File: src/common/io_pkg.sv
//**************************************************************************
// I/O subsystem package: address map, register offsets and widths
//**************************************************************************

package io_pkg;

  // Bus address layout: region in bits 7..5, register offset in bits 4..0
  localparam int io_addr_width = 8;
  localparam int region_width  = 3;
  localparam int offset_width  = 5;

  // Peripheral regions
  localparam logic [region_width-1:0] region_gpio  = 3'd0;
  localparam logic [region_width-1:0] region_timer = 3'd1;

  // Pin count of the GPIO block
  localparam int gpio_width = 8;

  // GPIO register offsets
  localparam logic [offset_width-1:0] reg_gpio_in  = 5'h00;
  localparam logic [offset_width-1:0] reg_gpio_oe  = 5'h04;
  localparam logic [offset_width-1:0] reg_gpio_out = 5'h08;
  localparam logic [offset_width-1:0] reg_gpio_clr = 5'h0C;
  localparam logic [offset_width-1:0] reg_gpio_set = 5'h10;

  // Machine timer register offsets
  localparam logic [offset_width-1:0] reg_time_lo = 5'h00;
  localparam logic [offset_width-1:0] reg_time_hi = 5'h04;
  localparam logic [offset_width-1:0] reg_cmp_lo  = 5'h08;
  localparam logic [offset_width-1:0] reg_cmp_hi  = 5'h0C;

  // Compare value out of reset, far enough away that no interrupt fires
  localparam logic [63:0] cmp_reset_value = 64'hFFFF_FFFF_FFFF_FFFF;

endpackage
File: src/io_subsystem.sv
//**************************************************************************
// I/O subsystem top: decoder, GPIO, machine timer and read mux
//**************************************************************************

`timescale 1ns/1ps

module io_subsystem
  import io_pkg::*;
(
  input  logic                     clock,
  input  logic                     reset_n,

  // Register bus
  input  logic [io_addr_width-1:0] rw_address,
  input  logic                     read_request,
  input  logic [31:0]              write_data,
  input  logic [3:0]               write_strobe,
  input  logic                     write_request,
  output logic [31:0]              read_data,
  output logic                     read_response,
  output logic                     write_response,

  // Pins
  input  logic [gpio_width-1:0]    gpio_input,
  output logic [gpio_width-1:0]    gpio_oe,
  output logic [gpio_width-1:0]    gpio_output,

  output logic                     timer_interrupt
);

  logic                    gpio_read_request;
  logic                    gpio_write_request;
  logic                    timer_read_request;
  logic                    timer_write_request;
  logic [region_width-1:0] region;
  logic                    mapped;
  logic [31:0]             gpio_read_data;
  logic [31:0]             timer_read_data;

  io_request_decoder u_decoder (
    .rw_address          (rw_address),
    .read_request        (read_request),
    .write_request       (write_request),
    .gpio_read_request   (gpio_read_request),
    .gpio_write_request  (gpio_write_request),
    .timer_read_request  (timer_read_request),
    .timer_write_request (timer_write_request),
    .region              (region),
    .mapped              (mapped)
  );

  gpio #(
    .gpio_width (gpio_width)
  ) u_gpio (
    .clock         (clock),
    .reset_n       (reset_n),
    .offset        (rw_address[offset_width-1:0]),
    .write_data    (write_data),
    .write_strobe  (write_strobe),
    .read_request  (gpio_read_request),
    .write_request (gpio_write_request),
    .read_data     (gpio_read_data),
    .gpio_input    (gpio_input),
    .gpio_oe       (gpio_oe),
    .gpio_output   (gpio_output)
  );

  machine_timer u_timer (
    .clock           (clock),
    .reset_n         (reset_n),
    .offset          (rw_address[offset_width-1:0]),
    .write_data      (write_data),
    .write_strobe    (write_strobe),
    .read_request    (timer_read_request),
    .write_request   (timer_write_request),
    .read_data       (timer_read_data),
    .timer_interrupt (timer_interrupt)
  );

  // Sees the raw bus strobes so unmapped accesses still respond
  io_read_mux u_read_mux (
    .clock           (clock),
    .reset_n         (reset_n),
    .read_request    (read_request),
    .write_request   (write_request),
    .region          (region),
    .mapped          (mapped),
    .gpio_read_data  (gpio_read_data),
    .timer_read_data (timer_read_data),
    .read_data       (read_data),
    .read_response   (read_response),
    .write_response  (write_response)
  );

endmodule

File: src/io_read_mux.sv
//**************************************************************************
// Read mux: merges peripheral read data and produces response pulses
//**************************************************************************

`timescale 1ns/1ps

module io_read_mux
  import io_pkg::*;
(
  input  logic                    clock,
  input  logic                    reset_n,
  input  logic                    read_request,
  input  logic                    write_request,
  input  logic [region_width-1:0] region,
  input  logic                    mapped,
  input  logic [31:0]             gpio_read_data,
  input  logic [31:0]             timer_read_data,
  output logic [31:0]             read_data,
  output logic                    read_response,
  output logic                    write_response
);

  logic [region_width-1:0] region_q;
  logic                    mapped_q;

  // Every request answers one cycle later, mapped or not
  always_ff @(posedge clock) begin
    if (!reset_n) begin
      read_response  <= 1'b0;
      write_response <= 1'b0;
      region_q       <= '0;
      mapped_q       <= 1'b0;
    end else begin
      read_response  <= read_request;
      write_response <= write_request;
      if (read_request || write_request) begin
        region_q <= region;
        mapped_q <= mapped;
      end
    end
  end

  // Zero unless this is a mapped read response
  always_comb begin
    read_data = 32'd0;
    if (read_response && mapped_q) begin
      case (region_q)
        region_gpio:  read_data = gpio_read_data;
        region_timer: read_data = timer_read_data;
        default:      read_data = 32'd0;
      endcase
    end
  end

endmodule

File: src/timer/machine_timer.sv
//**************************************************************************
// Machine timer: 64-bit time counter with compare interrupt
//**************************************************************************

`timescale 1ns/1ps

module machine_timer
  import io_pkg::*;
(
  input  logic                    clock,
  input  logic                    reset_n,

  // Register access
  input  logic [offset_width-1:0] offset,
  input  logic [31:0]             write_data,
  input  logic [3:0]              write_strobe,
  input  logic                    read_request,
  input  logic                    write_request,
  output logic [31:0]             read_data,

  output logic                    timer_interrupt
);

  logic [63:0] mtime;
  logic [63:0] mtimecmp;
  logic        write_ok;
  logic        aligned;

  assign aligned  = (offset[1:0] == 2'b00);
  assign write_ok = write_request & aligned & (&write_strobe);

  // Time advances every cycle unless software loads a half
  always_ff @(posedge clock) begin
    if (!reset_n) begin
      mtime <= 64'd0;
    end else if (write_ok && offset == reg_time_lo) begin
      mtime <= {mtime[63:32], write_data};
    end else if (write_ok && offset == reg_time_hi) begin
      mtime <= {write_data, mtime[31:0]};
    end else begin
      mtime <= mtime + 64'd1;
    end
  end

  // Compare register
  always_ff @(posedge clock) begin
    if (!reset_n) begin
      mtimecmp <= cmp_reset_value;
    end else if (write_ok) begin
      case (offset)
        reg_cmp_lo: mtimecmp[31:0]  <= write_data;
        reg_cmp_hi: mtimecmp[63:32] <= write_data;
        default: ;
      endcase
    end
  end

  // Level interrupt, held while time has reached compare
  always_ff @(posedge clock) begin
    if (!reset_n) begin
      timer_interrupt <= 1'b0;
    end else begin
      timer_interrupt <= (mtime >= mtimecmp);
    end
  end

  // Read data
  always_ff @(posedge clock) begin
    if (read_request && aligned) begin
      case (offset)
        reg_time_lo: read_data <= mtime[31:0];
        reg_time_hi: read_data <= mtime[63:32];
        reg_cmp_lo:  read_data <= mtimecmp[31:0];
        reg_cmp_hi:  read_data <= mtimecmp[63:32];
        default:     read_data <= 32'd0;
      endcase
    end else begin
      read_data <= 32'd0;
    end
  end

endmodule

File: src/gpio/gpio.sv
//**************************************************************************
// GPIO block with direction, output, set and clear registers
//**************************************************************************

`timescale 1ns/1ps

module gpio
  import io_pkg::*;
#(
  parameter int gpio_width = io_pkg::gpio_width
) (
  input  logic                    clock,
  input  logic                    reset_n,

  // Register access
  input  logic [offset_width-1:0] offset,
  input  logic [31:0]             write_data,
  input  logic [3:0]              write_strobe,
  input  logic                    read_request,
  input  logic                    write_request,
  output logic [31:0]             read_data,

  // Pins
  input  logic [gpio_width-1:0]   gpio_input,
  output logic [gpio_width-1:0]   gpio_oe,
  output logic [gpio_width-1:0]   gpio_output
);

  logic [gpio_width-1:0] oe;
  logic [gpio_width-1:0] out;
  logic [gpio_width-1:0] wdata;
  logic                  aligned;
  logic                  full_word;
  logic [gpio_width-1:0] pin_value;
  logic [31:0]           pin_word;
  logic [31:0]           oe_word;
  logic [31:0]           out_word;

  assign gpio_oe     = oe;
  assign gpio_output = out;

  assign wdata     = write_data[gpio_width-1:0];
  assign aligned   = (offset[1:0] == 2'b00);
  assign full_word = &write_strobe;

  // Driven pins read back what we drive, the rest read the input
  assign pin_value = (oe & out) | (~oe & gpio_input);

  // Zero-extend pin-wide values to a bus word
  always_comb begin
    pin_word = '0;
    oe_word  = '0;
    out_word = '0;
    pin_word[gpio_width-1:0] = pin_value;
    oe_word[gpio_width-1:0]  = oe;
    out_word[gpio_width-1:0] = out;
  end

  // Register writes, full aligned words only
  always_ff @(posedge clock) begin
    if (!reset_n) begin
      oe  <= '0;
      out <= '0;
    end else if (write_request && aligned && full_word) begin
      case (offset)
        reg_gpio_oe:  oe  <= wdata;
        reg_gpio_out: out <= wdata;
        reg_gpio_clr: out <= out & ~wdata;
        reg_gpio_set: out <= out | wdata;
        default: ;
      endcase
    end
  end

  // Read data, one cycle after the request
  always_ff @(posedge clock) begin
    if (read_request && aligned) begin
      case (offset)
        reg_gpio_in:  read_data <= pin_word;
        reg_gpio_oe:  read_data <= oe_word;
        reg_gpio_out: read_data <= out_word;
        default:      read_data <= 32'd0;
      endcase
    end else begin
      read_data <= 32'd0;
    end
  end

endmodule

File: src/io_request_decoder.sv
//**************************************************************************
// Request decoder: steers bus request strobes to the owning peripheral
//**************************************************************************

`timescale 1ns/1ps

module io_request_decoder
  import io_pkg::*;
(
  // Bus request side
  input  logic [io_addr_width-1:0] rw_address,
  input  logic                     read_request,
  input  logic                     write_request,

  // Per-peripheral strobes
  output logic                     gpio_read_request,
  output logic                     gpio_write_request,
  output logic                     timer_read_request,
  output logic                     timer_write_request,

  // Destination tag for the read mux
  output logic [region_width-1:0]  region,
  output logic                     mapped
);

  logic hit_gpio;
  logic hit_timer;

  // Region field sits right above the register offset
  assign region = rw_address[io_addr_width-1:offset_width];

  assign hit_gpio  = (region == region_gpio);
  assign hit_timer = (region == region_timer);

  // Anything outside the two regions has no owner
  assign mapped = hit_gpio | hit_timer;

  // Only the owner sees the strobe
  assign gpio_read_request   = read_request  & hit_gpio;
  assign gpio_write_request  = write_request & hit_gpio;
  assign timer_read_request  = read_request  & hit_timer;
  assign timer_write_request = write_request & hit_timer;

endmodule

File: config.mk
export PLATFORM = sky130hd
export DESIGN_NAME = io_subsystem
export DESIGN_NICKNAME = d
export VERILOG_FILES = /design/src/common/io_pkg.sv /design/src/io_subsystem.sv /design/src/io_read_mux.sv /design/src/timer/machine_timer.sv /design/src/gpio/gpio.sv /design/src/io_request_decoder.sv
export SDC_FILE = /design/constraint.sdc
export NUM_CORES = 1
export LEC_CHECK = 0
export BUFFER_PORTS_ARGS = -buffer_cell sky130_fd_sc_hd__buf_2
export CELL_PAD_IN_SITES_DETAIL_PLACEMENT = 0
export CELL_PAD_IN_SITES_GLOBAL_PLACEMENT = 1
export CORE_MARGIN = 2
export CORE_UTILIZATION = 38
export DETAILED_ROUTE_END_ITERATION = 8
export GPL_TIMING_DRIVEN = 0
export MAX_ROUTING_LAYER = met4
export PLACE_DENSITY_LB_ADDON = 0.1
export SYNTH_ARGS = -nofsm -noshare
export SYNTH_HDL_FRONTEND = slang
export SYNTH_SLANG_ARGS = --single-unit
File: constraint.sdc
create_clock -name clock -period 3.8 [get_ports clock]
set_input_delay 1.14 -clock clock [delete_from_list [all_inputs] [get_ports clock]]
set_output_delay 1.14 -clock clock [all_outputs]
set_load 0.01 [all_outputs]
==> run metrics <==
CP Cell Sequence=buf_2 -> nor2_1 -> nand4_1 -> clkbuf_1 -> nor4b_2 -> clkbuf_1 -> a22oi_1 -> o22ai_2; Post-synth EDFFs=0; CP Data Arrival Time=slightly above 4000 ps; vias in the first global route=a little over 10,000; # setup viols final=0; share of the synthesized area in the top cell type=about a third; Worst Skew=between 15 and 20 ps; hold slack=452.9 ps; remaining global-route overflow=0; dpl cell area=11,960 um2; Worst Hold Class=reg2reg; Die Ht=173.6 um; GPL Wtd Cong=between 0.8 and 0.9; pre-CTS setup slack=-303.3 ps; Port Buffers=105; count leader, synth=dfxtp_1; Bufs and invs on worst path=3; Remaining DRCs=0; DP HPWL=31.36 mm; Pwr Density=between 300 and 400 nW/um2; Synth Warn #=0; asr flop ratio synth=0%; nets=1,625; H-Tree Depth=4; maximum fanout along the worst path=10; final slew viol count=0; Clk pin slew, worst setup/hold paths=70 ps; Routed WL per cell=around 22 um; ys flop type=dfxtp_1; sequential-to-total area share from yosys stat=between 30% and 40%; largest net degree at the start of global routing=18; Post-Route WL=roughly 42 mm; Initial Util=a little under two fifths; first-pass GRT wire length=about 64 mm; Die Wd=173.6 um; Tot Pwr=around 0.0042 W; Peak VDD IR=~0.22 mV; DRT Pass-1 Iters=5; Final Cell Area=~13,000 um2; critical setup path kind=in2reg; Core Footprint=between 20,000 and 30,000 um2; Hold Violations, Final=0; #FFs+latches synth=around 190; setup ws final=59.19 ps; initial antenna violation count=0; kind of end point of the critical path=register; CP startpoint kind=input port; Post-Syn Area per Cell=about 7.9 um2; vias per inst=around 5.7; most used cell, CP=clkbuf_1; Worst Max-Slew Pin Slew=1027 ps; CTS tree=yes; fillers=just over 3,000; syn nets=1,501; status=complete, no violations; worst skew pair latency=450 ps; clk sinks=191; die area=roughly 30,000 um2; Final period util=between 90% and 100%; Post-Synthesis Cells=between 1,000 and 1,500; dominant cells by area after synthesis=dfxtp_1 35%, ha_1 7.4%, a22oi_1 6.2%; CP Data Required Time=between 4000 and 5000 ps; Antenna diodes=0; crit path time final=between 3000 and 4000 ps; clk root buf=clkbuf_16; max incr delay on CP=940 ps; CP top delay family=simple AND/OR/NAND/NOR gates; TritonCTS Buffers=17; Post-DRT Antenna Nets=0; synth unique cells=57; post-route setup TNS=0 ps; Crit-path slowest cell=nor4b_2; Ports=around 110; max-cap violations=0; Yosys top cell by area=dfxtp_1; Post-Syn Area=about 11,000 um2; Synth top cells by count=191 x dfxtp_1, 152 x nor2_1, 151 x nand2_1, 115 x a21oi_1, 90 x a22oi_1; Leakage=about 5.2 nW; f_max=0.2673 GHz; share of cells above drive strength 1=between 10% and 20%; vias=around 11,000; initial drt markers=roughly 960; Rel. slew slack=between 30% and 40%; Clock Tree Buf Depth=2; # rows=62; RSZ-0062 raised after global routing=yes; gr usage total=~29%; Area Overhead vs Synth=14.90%
-- metrics by stage --
step	util [%]	cells
CTS	43.98	1901
floorplan	-	1380
detailed placement	41.90	1870
finish	44.00	1901
global route	44.00	1901
global placement	41.82	1869
-- path summary, 6_finish.rpt --
kind	startpoint	to	slack (ps)	depth (start not counted)
max	rw_address[1]	u_timer.mtime[61]	60	8
min reg2reg	u_read_mux.region_q[1]	u_read_mux.region_q[1]	450	2
min	u_read_mux.region_q[1]	u_read_mux.region_q[1]	450	2
max reg2reg	u_timer.mtime[0]	u_timer.mtime[60]	640	9
-- repair_timing --
item,4_1_cts,5_1_grt
setup buffers,0,0
hold buffers,0,0
gates resized for setup,1,1
endpoints found under the setup margin,20,9
pin swaps,0,0
-- flip-flops by register name, indices dropped and copies added, names as in the netlist --
signal / flops
u_gpio.gpio_output: 8
u_timer.read_data: 32
u_read_mux.mapped_q: 1
u_gpio.gpio_oe: 8
u_read_mux.region_q: 3
u_read_mux.read_response: 1
u_timer.mtimecmp: 64
u_timer.timer_interrupt: 1
u_read_mux.write_response: 1
u_gpio.read_data: 8
u_timer.mtime: 64
-- layer usage --
metal  share of wire [%]  track usage [%]
met5                   0                -
met4                 2.6            8.824
met3                 6.0            4.123
met2                  46            44.70
met1                  46            39.14
-- layout make-up --
class	instances	area, um2	share of cell area, %
Clock inverter	12	150.1	1.195
Tap cell	384	480.5	3.825
Multi-Input combinational cell	1013	6446	51.32
Clock buffer	20	446.7	3.556
Buffer	89	357.8	2.849
Timing Repair Buffer	106	533.0	4.243
Inverter	86	322.8	2.570
Sequential cell	191	3824	30.44
-- cells by family (layout without fill, tap and decap cells) --
logic type,Yosys count,count (layout),share of synthesized area [%]
and+or+nand+nor,477,477,21.08
xor gates and xnor gates,46,46,3.686
buffers and inverters,176,313,6.261
adders and majority gates,65,65,7.440
DFF,191,191,34.98
AOI/OAI and AO/OA,380,380,22.14
muxes,45,45,4.418
-- power by group --
part           total [W]  internal [W]  switching (W)
clock network    0.00192       0.00101       0.000908
logic           0.000276     0.0000851       0.000191
registers        0.00202       0.00201      0.0000137
-- tightest hold or removal path: stages, from the launching register on --
cell and delay [ps]:
dfxtp_1 310, nand2_1 50, a21oi_1 50
-- cells in the final DEF (no fill, tap or decap), drive strengths merged, types with 4 or more instances in the layout --
cell    count
clkbuf     85
nor4b       6
xor2       20
a22oi      90
o22ai      28
o211ai     66
nor3       17
mux2i      19
nand3      32
and2       28
nor2      152
or3        11
mux2       26
nand4      28
or4         4
a21oi     115
a21o        9
and4       10
and3       14
nor4        9
ha         65
dfxtp     191
xnor2      26
a31oi       5
nand2     151
o21ai      52
buf       130
inv        91
Power figures use the tool's default switching activity.
